### src/verilog/rename_arch_pkg.sv
package rename_arch_pkg;

	localparam int ARCH_REG_NUM = 32;
	localparam int PHY_REG_NUM = 64;
	localparam int PHY_TAG_W = 6;   // log2 of PHY_REG_NUM
	localparam int LANES = 2;       // dispatch and retire width

	// physical register tag
	typedef logic [PHY_TAG_W-1:0] phys_tag_t;

	// architectural register number
	typedef logic [$clog2(ARCH_REG_NUM)-1:0] arch_reg_t;

	// hard-wired zero register, never handed out
	localparam phys_tag_t ZERO_PREG = '0;

endpackage

### src/verilog/rename_fl_pkg.sv
package rename_fl_pkg;

	localparam int FL_ENTRY_NUM = 32;   // slots in the circular list

	// slot index, wraps at FL_ENTRY_NUM
	typedef logic [$clog2(FL_ENTRY_NUM)-1:0] fl_idx_t;

	// 0, 1 or 2 lanes
	typedef logic [1:0] lane_cnt_t;

endpackage

### src/verilog/fl_cam.sv
`timescale 1ns/1ps

module fl_cam
	import rename_arch_pkg::*;
	import rename_fl_pkg::*;
(
	input  logic                   clk_i,
	input  logic                   reset,
	input  phys_tag_t [LANES-1:0]  dp_tag_i,
	input  fl_idx_t   [LANES-1:0]  fl_idx_i,
	input  phys_tag_t              retire_tag_i,
	output fl_idx_t                rollback_idx_o
);

	fl_idx_t cam [PHY_REG_NUM];   // tail position just after each tag went out
	fl_idx_t cam_rd;
	fl_idx_t held_idx;            // index of the last real retire

	assign cam_rd = cam[retire_tag_i];

	// no retire this cycle means fall back to the held index
	assign rollback_idx_o = (retire_tag_i != ZERO_PREG) ? cam_rd : held_idx;

	always_ff @(posedge clk_i) begin
		for (int l = 0; l < LANES; l++) begin
			if (dp_tag_i[l] != ZERO_PREG) begin
				cam[dp_tag_i[l]] <= fl_idx_i[l];
			end
		end
	end

	always_ff @(posedge clk_i) begin
		if (reset) begin
			held_idx <= fl_idx_t'(1);   // tail out of reset
		end else if (retire_tag_i != ZERO_PREG) begin
			held_idx <= cam_rd;
		end
	end

	// lane 1 moved the tail so it must carry a real tag
	a_no_zero_alloc: assert property (@(posedge clk_i) disable iff (reset)
		(fl_idx_i[1] != fl_idx_i[0]) |-> (dp_tag_i[1] != ZERO_PREG));

	// one group never gets the same tag twice
	a_distinct_tags: assert property (@(posedge clk_i) disable iff (reset)
		(dp_tag_i[0] != ZERO_PREG) |-> (dp_tag_i[1] != dp_tag_i[0]));

endmodule

### src/verilog/freelist.sv
`timescale 1ns/1ps

module freelist
	import rename_arch_pkg::*;
	import rename_fl_pkg::*;
(
	input  logic                   clk_i,
	input  logic                   reset,
	input  logic                   rollback_i,
	input  lane_cnt_t              dp_num_i,
	input  arch_reg_t [LANES-1:0]  dp_rd_i,
	input  lane_cnt_t              rt_num_i,
	input  phys_tag_t [LANES-1:0]  rt_tag_i,
	input  phys_tag_t [LANES-1:0]  rt_tag_old_i,
	input  fl_idx_t                rollback_idx_i,
	output phys_tag_t [LANES-1:0]  dp_tag_o,
	output fl_idx_t   [LANES-1:0]  fl_idx_o,
	output phys_tag_t              retire_tag_sel_o,
	output lane_cnt_t              avail_o
);

	phys_tag_t [FL_ENTRY_NUM-1:0] fl_entry;
	phys_tag_t [FL_ENTRY_NUM-1:0] next_fl_entry;   // with this cycle's retires
	fl_idx_t          head;      // next slot to receive a retired tag
	fl_idx_t          rt_head;   // head after retire
	fl_idx_t          tail;      // next tag to hand out
	fl_idx_t          dp_tail;   // tail after dispatch
	fl_idx_t          next_tail;
	logic [LANES-1:0] alloc;     // lane takes a new tag
	logic [LANES-1:0] rt_free;   // lane returns its old tag
	lane_cnt_t        alloc_cnt;

	// a dispatch in a rollback cycle is dropped
	assign alloc[0] = !rollback_i && (dp_num_i >= 2'd1) && (dp_rd_i[0] != '0);
	assign alloc[1] = !rollback_i && (dp_num_i == 2'd2) && (dp_rd_i[1] != '0);
	assign alloc_cnt = lane_cnt_t'(alloc[0]) + lane_cnt_t'(alloc[1]);

	assign rt_free[0] = (rt_num_i >= 2'd1) && (rt_tag_old_i[0] != ZERO_PREG);
	assign rt_free[1] = (rt_num_i == 2'd2) && (rt_tag_old_i[1] != ZERO_PREG);

	// retire writes old tags at the head, lane 0 first
	always_comb begin
		next_fl_entry = fl_entry;
		rt_head = head;
		for (int l = 0; l < LANES; l++) begin
			if (rt_free[l]) begin
				next_fl_entry[rt_head] = rt_tag_old_i[l];
				rt_head = rt_head + fl_idx_t'(1);
			end
		end
	end

	// youngest retiring instruction that really owned a tag
	assign retire_tag_sel_o = rt_free[1] ? rt_tag_i[1] :
		rt_free[0] ? rt_tag_i[0] : ZERO_PREG;

	// dispatch reads the bypassed slots so a tag freed now can go out now
	always_comb begin
		dp_tail = tail;
		for (int l = 0; l < LANES; l++) begin
			dp_tag_o[l] = ZERO_PREG;
			if (alloc[l]) begin
				dp_tag_o[l] = next_fl_entry[dp_tail];
				dp_tail = dp_tail + fl_idx_t'(1);
			end
			fl_idx_o[l] = dp_tail;   // tail after this lane, kept by the cam
		end
	end

	assign next_tail = rollback_i ? rollback_idx_i : dp_tail;

	assign avail_o = (rt_head == tail) ? 2'd0 :                     // empty
		(rt_head == tail + fl_idx_t'(1)) ? 2'd1 : 2'd2;

	always_ff @(posedge clk_i) begin
		if (reset) begin
			head <= '0;
			tail <= fl_idx_t'(1);
			for (int i = 0; i < FL_ENTRY_NUM; i++) begin
				if (i == 0) begin
					fl_entry[i] <= ZERO_PREG;
				end else begin
					fl_entry[i] <= phys_tag_t'(i + ARCH_REG_NUM);   // tags 33 to 63
				end
			end
		end else begin
			head <= rt_head;
			tail <= next_tail;
			fl_entry <= next_fl_entry;
		end
	end

	// no stall path, the dispatch source has to respect avail_o
	a_alloc_le_avail: assert property (@(posedge clk_i) disable iff (reset)
		alloc_cnt <= avail_o);

	// free slots plus this cycle's returns must stay behind the tail
	a_head_behind_tail: assert property (@(posedge clk_i) disable iff (reset)
		(int'(fl_idx_t'(head - tail)) + int'(rt_free[0]) + int'(rt_free[1]))
			< FL_ENTRY_NUM);

endmodule

### src/verilog/rename_fl_top.sv
`timescale 1ns/1ps

module rename_fl_top
	import rename_arch_pkg::*;
	import rename_fl_pkg::*;
(
	input  logic                   clk_i,
	input  logic                   reset,
	input  lane_cnt_t              dp_num_i,
	input  arch_reg_t [LANES-1:0]  dp_rd_i,
	input  lane_cnt_t              rt_num_i,
	input  arch_reg_t [LANES-1:0]  rt_rd_i,
	input  phys_tag_t [LANES-1:0]  rt_tag_i,
	input  phys_tag_t [LANES-1:0]  rt_tag_old_i,
	input  logic                   rollback_i,
	output phys_tag_t [LANES-1:0]  dp_tag_o,
	output phys_tag_t [LANES-1:0]  dp_tag_old_o,
	output lane_cnt_t              avail_o
);

	fl_idx_t [LANES-1:0] fl_idx;
	phys_tag_t           retire_tag_sel;
	fl_idx_t             rollback_idx;

	freelist freelist_inst (
		.clk_i            (clk_i),
		.reset            (reset),
		.rollback_i       (rollback_i),
		.dp_num_i         (dp_num_i),
		.dp_rd_i          (dp_rd_i),
		.rt_num_i         (rt_num_i),
		.rt_tag_i         (rt_tag_i),
		.rt_tag_old_i     (rt_tag_old_i),
		.rollback_idx_i   (rollback_idx),
		.dp_tag_o         (dp_tag_o),
		.fl_idx_o         (fl_idx),
		.retire_tag_sel_o (retire_tag_sel),
		.avail_o          (avail_o)
	);

	fl_cam fl_cam_inst (
		.clk_i          (clk_i),
		.reset          (reset),
		.dp_tag_i       (dp_tag_o),
		.fl_idx_i       (fl_idx),
		.retire_tag_i   (retire_tag_sel),
		.rollback_idx_o (rollback_idx)
	);

	rename_map rename_map_inst (
		.clk_i        (clk_i),
		.reset        (reset),
		.rollback_i   (rollback_i),
		.dp_num_i     (dp_num_i),
		.dp_rd_i      (dp_rd_i),
		.dp_tag_i     (dp_tag_o),
		.rt_num_i     (rt_num_i),
		.rt_rd_i      (rt_rd_i),
		.rt_tag_i     (rt_tag_i),
		.dp_tag_old_o (dp_tag_old_o)
	);

endmodule

### src/verilog/rename_map.sv
`timescale 1ns/1ps

module rename_map
	import rename_arch_pkg::*;
	import rename_fl_pkg::*;
(
	input  logic                   clk_i,
	input  logic                   reset,
	input  logic                   rollback_i,
	input  lane_cnt_t              dp_num_i,
	input  arch_reg_t [LANES-1:0]  dp_rd_i,
	input  phys_tag_t [LANES-1:0]  dp_tag_i,
	input  lane_cnt_t              rt_num_i,
	input  arch_reg_t [LANES-1:0]  rt_rd_i,
	input  phys_tag_t [LANES-1:0]  rt_tag_i,
	output phys_tag_t [LANES-1:0]  dp_tag_old_o
);

	phys_tag_t spec_map [ARCH_REG_NUM];    // speculative, written at dispatch
	phys_tag_t comm_map [ARCH_REG_NUM];    // committed, written at retire
	phys_tag_t next_spec [ARCH_REG_NUM];
	phys_tag_t next_comm [ARCH_REG_NUM];
	logic [LANES-1:0] dp_act;
	logic [LANES-1:0] rt_act;

	always_comb begin
		for (int l = 0; l < LANES; l++) begin
			dp_act[l] = !rollback_i && (int'(dp_num_i) > l);
			rt_act[l] = int'(rt_num_i) > l;
		end
	end

	assign dp_tag_old_o[0] = dp_act[0] ? spec_map[dp_rd_i[0]] : ZERO_PREG;

	// same rd in both lanes, lane 1 replaces what lane 0 just mapped
	assign dp_tag_old_o[1] = !dp_act[1] ? ZERO_PREG :
		(dp_rd_i[1] == dp_rd_i[0]) ? dp_tag_i[0] : spec_map[dp_rd_i[1]];

	// younger lane wins on a shared rd
	always_comb begin
		next_comm = comm_map;
		for (int l = 0; l < LANES; l++) begin
			if (rt_act[l]) begin
				next_comm[rt_rd_i[l]] = rt_tag_i[l];
			end
		end
	end

	always_comb begin
		next_spec = spec_map;
		if (rollback_i) begin
			next_spec = next_comm;   // includes this cycle's retires
		end else begin
			for (int l = 0; l < LANES; l++) begin
				if (dp_act[l]) begin
					next_spec[dp_rd_i[l]] = dp_tag_i[l];
				end
			end
		end
	end

	always_ff @(posedge clk_i) begin
		if (reset) begin
			for (int r = 0; r < ARCH_REG_NUM; r++) begin
				spec_map[r] <= phys_tag_t'(r);   // identity map
				comm_map[r] <= phys_tag_t'(r);
			end
		end else begin
			spec_map <= next_spec;
			comm_map <= next_comm;
		end
	end

endmodule
### config.mk
export PLATFORM = sky130hd
export DESIGN_NAME = rename_fl_top
export DESIGN_NICKNAME = d
export VERILOG_FILES = /design/src/verilog/rename_arch_pkg.sv /design/src/verilog/rename_fl_pkg.sv /design/src/verilog/fl_cam.sv /design/src/verilog/freelist.sv /design/src/verilog/rename_fl_top.sv /design/src/verilog/rename_map.sv
export SDC_FILE = /design/constraint.sdc
export NUM_CORES = 2
export LEC_CHECK = 0
export BUFFER_PORTS_ARGS = -buffer_cell sky130_fd_sc_hd__buf_2
export CELL_PAD_IN_SITES_DETAIL_PLACEMENT = 0
export CELL_PAD_IN_SITES_GLOBAL_PLACEMENT = 1
export CORE_MARGIN = 2
export CORE_UTILIZATION = 45
export DETAILED_ROUTE_END_ITERATION = 8
export MAX_ROUTING_LAYER = met4
export PLACE_DENSITY = 0.81
export SLEW_MARGIN = 20
export SYNTH_ARGS = -nofsm -noshare
export SYNTH_HDL_FRONTEND = slang
export SYNTH_SLANG_ARGS = --single-unit
### constraint.sdc
create_clock -name clk_i -period 5.6 [get_ports clk_i]
set_input_delay 0.28 -clock clk_i [delete_from_list [all_inputs] [get_ports clk_i]]
set_output_delay 0.28 -clock clk_i [all_outputs]
set_load 0.02 [all_outputs]
* Yosys cells after proc, flatten, opt, wreduce, memory -nomap -nowiden
Memory sizes are Yosys's and may differ from the RTL's.
Cells that the tools add are included.
** Word-level totals
- Flip-flop bits (word level) :: 591
- Bits in writable memories :: 320
- Bits of input ports :: 51
- Output and inout port bits :: 26
- Word-level logic and storage cells :: 210
- Memories kept :: 1
** Memory list
- fl_cam_inst.cam :: words 64, width 5, read ports 1, clocked after memory_dff 0, wr ports 2, RTL line fl_cam.sv:15 : fl_idx_t cam [PHY_REG_NUM];
** Cells by class
- Add/subtract/negate cells :: 4
- $lt $le $gt $ge :: 20
- Eq/ne operators :: 5
- Muxes and demuxes :: 55
- Bitwise gates (word level) :: 4
- Reduce and logical (&&, ||, !) cells :: 22
** Operators with widths (number)
- two-way mux 192 bit :: 8
- bitwise mux 192 bit :: 6
- demux 6 bit (select 5 bit) :: 6
- binary-select mux 6 bit (select 5 bit) :: 4
- two-way mux 6 bit :: 19
- two-way mux 5 bit :: 6
- nonzero test 6 bit :: 5
- greater-or-equal comparator 6 bit, second input constant :: 4
- < comparator 5 x 6 -> 1 bit, second input constant :: 4
- < comparator 6 x 1 -> 1 bit, second input constant :: 4
- inverter 5 -> 6 bit :: 4
- adder 5 x 1 -> 5 bit, second input constant :: 4
- equality test 5 bit :: 3
- logical AND 1 bit :: 14
- greater-or-equal comparator 5 x 1 -> 1 bit, second input constant :: 2
- nonzero test 5 bit :: 2
- greater-than comparator 2 x 1 -> 1 bit, second input constant :: 4
- equality test 2 bit, second input constant :: 2
- greater-or-equal comparator 2 x 1 -> 1 bit, second input constant :: 2
- two-way mux 1 bit :: 4
- two-way mux 2 bit :: 2
- zero test 1 bit :: 1

* Depth between registers and ports, before layout
- Depth in word-level cells :: 18
- Mapped depth :: 26
- Gate-level depth less buffers :: 18

* Modules after synthesis
A second synthesis with hierarchy kept.
** Second synthesis, totals
- Cells, all modules :: 6039
- Area, all modules :: 57512.7 µm²
** Modules (own cells, without submodules)
- rename_map :: instances 1, cells each 2657, area each 23407.4 µm²
- fl_cam :: instances 1, cells each 1181, area each 17325.4 µm²
- freelist :: instances 1, cells each 2201, area each 16779.8 µm²

* Least setup slack after synthesis
Ideal clock, no wire load.
- Path kind :: input to register
- From :: in rt_tag_old_i[3] (netlist name)
- To :: mem fl_cam_inst.cam[12][0] (netlist name), enable pin
- Setup time :: 0.374 ns
- Arrival :: 5.510 ns
- Path slack :: -0.284 ns
- Stages on the path :: 22
- Cells stage by stage :: buf_2 nor4_2 buf_4 buf_2 a21oi_1 a21oi_1 inv_1 ha_1 and3b_1 a21boi_0 nand3_1 clkbuf_1 o21ai_0 mux4_2 o311ai_0 o211ai_1 a32o_1 nand2_1 inv_1 or3_1 clkbuf_1 o21ai_0
** RTL lines
- start, declared :: RTL line rename_fl_top.sv:14 : input phys_tag_t [LANES-1:0] rt_tag_old_i,
- end, declared :: RTL line fl_cam.sv:15

==> impl_metrics.csv <==
group,metric,value,unit
clock_tree,clkTransAtPathRegs,0.06,ns
routing,num_vias,59330,
yosys,synth_top_cell_by_area,"dfxtp_1",
yosys,synth_warnings,0,
yosys,synthFlopType,"dfxtp_1",
placed_design,post-place-ws,-0.4641,ns
routing,viasPerCell,6.776,
clock_tree,cts_num_sinks,911,
critical_path,crit_fanout,17,
floorplanning,die_h,361.6,µm
status,outcome,"finished clean",
grt,antenna_found_initial,25,
clock_tree,cts_htree_levels,3,
layout,stdcell_area,70270,µm²
yosys,netlist_instances,6447,
critical_path,crit_slowest_cell,"mux2i_1",
grt,grt_max_degree,119,
clock_tree,root_buffer,"clkbuf_16",
critical_path,crit_required,5.32,ns
timing,fin_ws,0.004535,ns
grt,grt_pass1_vias,56180,
placed_design,gp_congestion,1.114,
grt,grt_overflow,0,
routing,drt_iter0_drc,8626,
layout,fin_cells,8755,
layout,final_common_cell,"buf_4",
yosys,synth_top_area_share,20.56,%
routing,drt_wl_total,290.0,mm
timing,max_clock_freq,178.7,MHz
grt,grt_use_total,44.27,%
floorplanning,core_area,127200,µm²
timing,rsz0062_at_grt,"yes",
yosys,synthTopCellsByArea,"dfxtp_1 (21%), edfxtp_1 (17%), mux2i_1 (9.4%)",
timing,slew_violations,0,
yosys,synth_enable_flop_cells,320,
layout,fin_util,55.25,%
placed_design,placed_area,65920,µm²
routing,firstDrtPassIters,6,
clock_tree,cts_tree,"done",
timing,hold_violations,0,
floorplanning,die_w,361.6,µm
yosys,synth_cell_types,115,
floorplanning,io_pins,77,
floorplanning,rows,131,
critical_path,crit_path_end_kind,"output pin",
yosys,synthArstFlopShare,0,%
yosys,synth_compound_area_share,20.48,%
yosys,synthXorXnorAreaFrac,4.239,%
layout,mostFrequentLayoutCells,"buf_4 (924), nor2_1 (608), nand2_1 (608)",
timing,fin_setup_tns,0,ns
routing,drc,0,
routing,wl_per_cell,33.12,µm
worst_hold_path,min_path_type,"in2reg",
layout,synthToLayoutAreaGrowth,22.10,%
timing,period_minus_slack,5.595,ns
yosys,yosys.area_share.simple,17.67,%
power_and_ir_drop,fin_total_pwr,20.31,mW
placed_design,place_inst,8519,
critical_path,cpMostUsedCell,"buf_12",
yosys,synth_top_family_by_area,"compound AO/OA/AOI/OAI gates",
timing,fin_hold_ws,0.1561,ns
clock_tree,clock_latency,0.77,ns
power_and_ir_drop,p_leak,25.04,nW
yosys,ys_seq_area_share,37.25,%
layout,drive_gt1_share,24.29,%
power_and_ir_drop,ir_drop,0.2371,mV
clock_tree,numCtsBuffers,106,
timing,worst_pin_slew,1.221,ns
yosys,synthMuxAreaShare,15.11,%
job,cap_violations,0,
power_and_ir_drop,power_density,289.1,nW/µm²
yosys,ys_seq_elements,911,
critical_path,max_stage_delay,0.59,ns
yosys,synthAdderAreaFrac,0.2174,%
timing,finalCritPeriodShare,99.92,%
timing,relSlewSlack,18.29,%
clock_tree,clockBufferDepth,3,
critical_path,critical_path_class,"reg2out",
yosys,syn_area,57550,µm²
placed_design,io_buffers,76,
grt,grt_pass1_wl,410.2,mm
yosys,syn_avg_cell_area,8.927,µm²
critical_path,path_cells,"buf_12 -> or3b_2 -> a211oi_2 -> mux2i_1 -> o21ai_0 -> buf_4 -> mux2i_1 -> o32a_1 -> a31oi_2 -> buf_12 -> a32o_4 -> nand2_8 -> clkinv_2 -> buf_12 -> buf_4 -> buf_2",
placed_design,dpl.hpwl,200.0,mm
critical_path,start_kind,"flip-flop",
floorplanning,die_area,130800,µm²
floorplanning,start_util,45.25,%
layout,nNetsFinal,7040,
critical_path,cp.arrival,5.32,ns
routing,drtAntennaViolNets,0,
timing,finClkSkew,0.08180,ns
timing,setup_violations,0,
-- worst paths after layout --
path	startpoint	slack [ns]	cells past startpoint	endpoint
max	freelist_inst.head[2]	0.005	16	dp_tag_o[9]
min	rt_tag_i[2]	0.16	4	rename_map_inst.comm_map[146]
max reg2reg	freelist_inst.head[1]	0.17	21	fl_cam_inst.cam[25][1]
min reg2reg	fl_cam_inst.held_idx[4]	0.49	2	fl_cam_inst.held_idx[4]
-- where the power goes --
group | internal [mW] | leakage [nW] | total [mW] | switching, mW
clock | 4.25 | 1.79 | 7.36 | 3.11
combinational | 1.90 | 15.5 | 5.71 | 3.81
sequential | 7.13 | 7.72 | 7.24 | 0.107
-- final cells by class --
cell class,instances,area (µm²)
fillers,11540,56920
multi-input cells,4839,33940
flip-flops and latches,911,21450
repair buffers,1081,8939
clock buffers,169,3244
well taps,1662,2079
clock inverters,29,401.6
inverters,40,161.4
diodes,24,60.06
-- critical path: cells and delay by family (launching register included) --
kind | cells | cell delay (ns)
and+or+nand+nor | 2 | 0.68
buffers and inverters | 7 | 1.15
muxes | 2 | 0.85
DFF | 1 | 0.50
AOI/OAI and AO/OA | 5 | 1.36
-- cells by family after synthesis --
group	count (synthesis)
buffers and inverters	701
AOI/OAI and AO/OA	1739
other	1
and+or+nand+nor	2109
muxes	699
adders and majority gates	10
DFF	911
xor gates and xnor gates	277
-- sequential cells by signal, summed over array words and instances (netlist names) --
signal and cells:
fl_cam_inst.cam 320, fl_cam_inst.held_idx 5, freelist_inst.fl_entry 192, freelist_inst.head 5, freelist_inst.tail 5, rename_map_inst.comm_map 192
rename_map_inst.spec_map 192
-- synth_stat cells (16+ instances only) --
master and instances:
clkbuf_1 463, mux2i_1 540, buf_1 61, o21ai_0 441, and3_1 28, a32oi_1 34, buf_2 118, nand3_1 202
nor4_1 39, a221o_1 23, o2111ai_1 20, a22o_1 43, or3_1 34, nand2b_1 113, nor4_2 16, a211o_1 18
edfxtp_1 320, dfxtp_1 591, or2_2 96, a221oi_1 34, a21oi_1 275, nand2_1 611, a211oi_1 180, o21bai_1 17
o21ai_1 33, and2_1 20, nor3_1 119, a21o_1 36, nand4_1 70, a31oi_1 43, inv_1 28, a311oi_1 30
mux2_2 26, o221ai_1 20, xnor2_1 271, a211oi_2 29, nor3b_1 18, a22oi_1 58, a2111oi_0 17, mux4_2 133
o31ai_1 55, o22ai_1 84, nor2b_1 20, nor2_1 618, o211ai_1 116
-- per-layer routing --
| layer | track usage [%] | up-vias | wire (µm) |
|---|---|---|---|
| met3 | 11.70 | 1119 | 36510 |
| met5 | - | - | 0 |
| li1 | - | 25060 | - |
| met1 | 55.28 | 28670 | 109000 |
| met2 | 62.74 | 4475 | 121100 |
| met4 | 29.62 | 0 | 23310 |
-- timing repair --
item | in CTS | in global routing
setup buffers | 6 | 7
hold buffers | 2 | 0
setup endpoints to repair | 21 | 468
endpoints found under the hold margin | 4 | 0
pin swaps | 2 | 15
gates cloned | 1 | 0
gates resized for setup | 47 | 74
(Power assumes the default switching activity.)
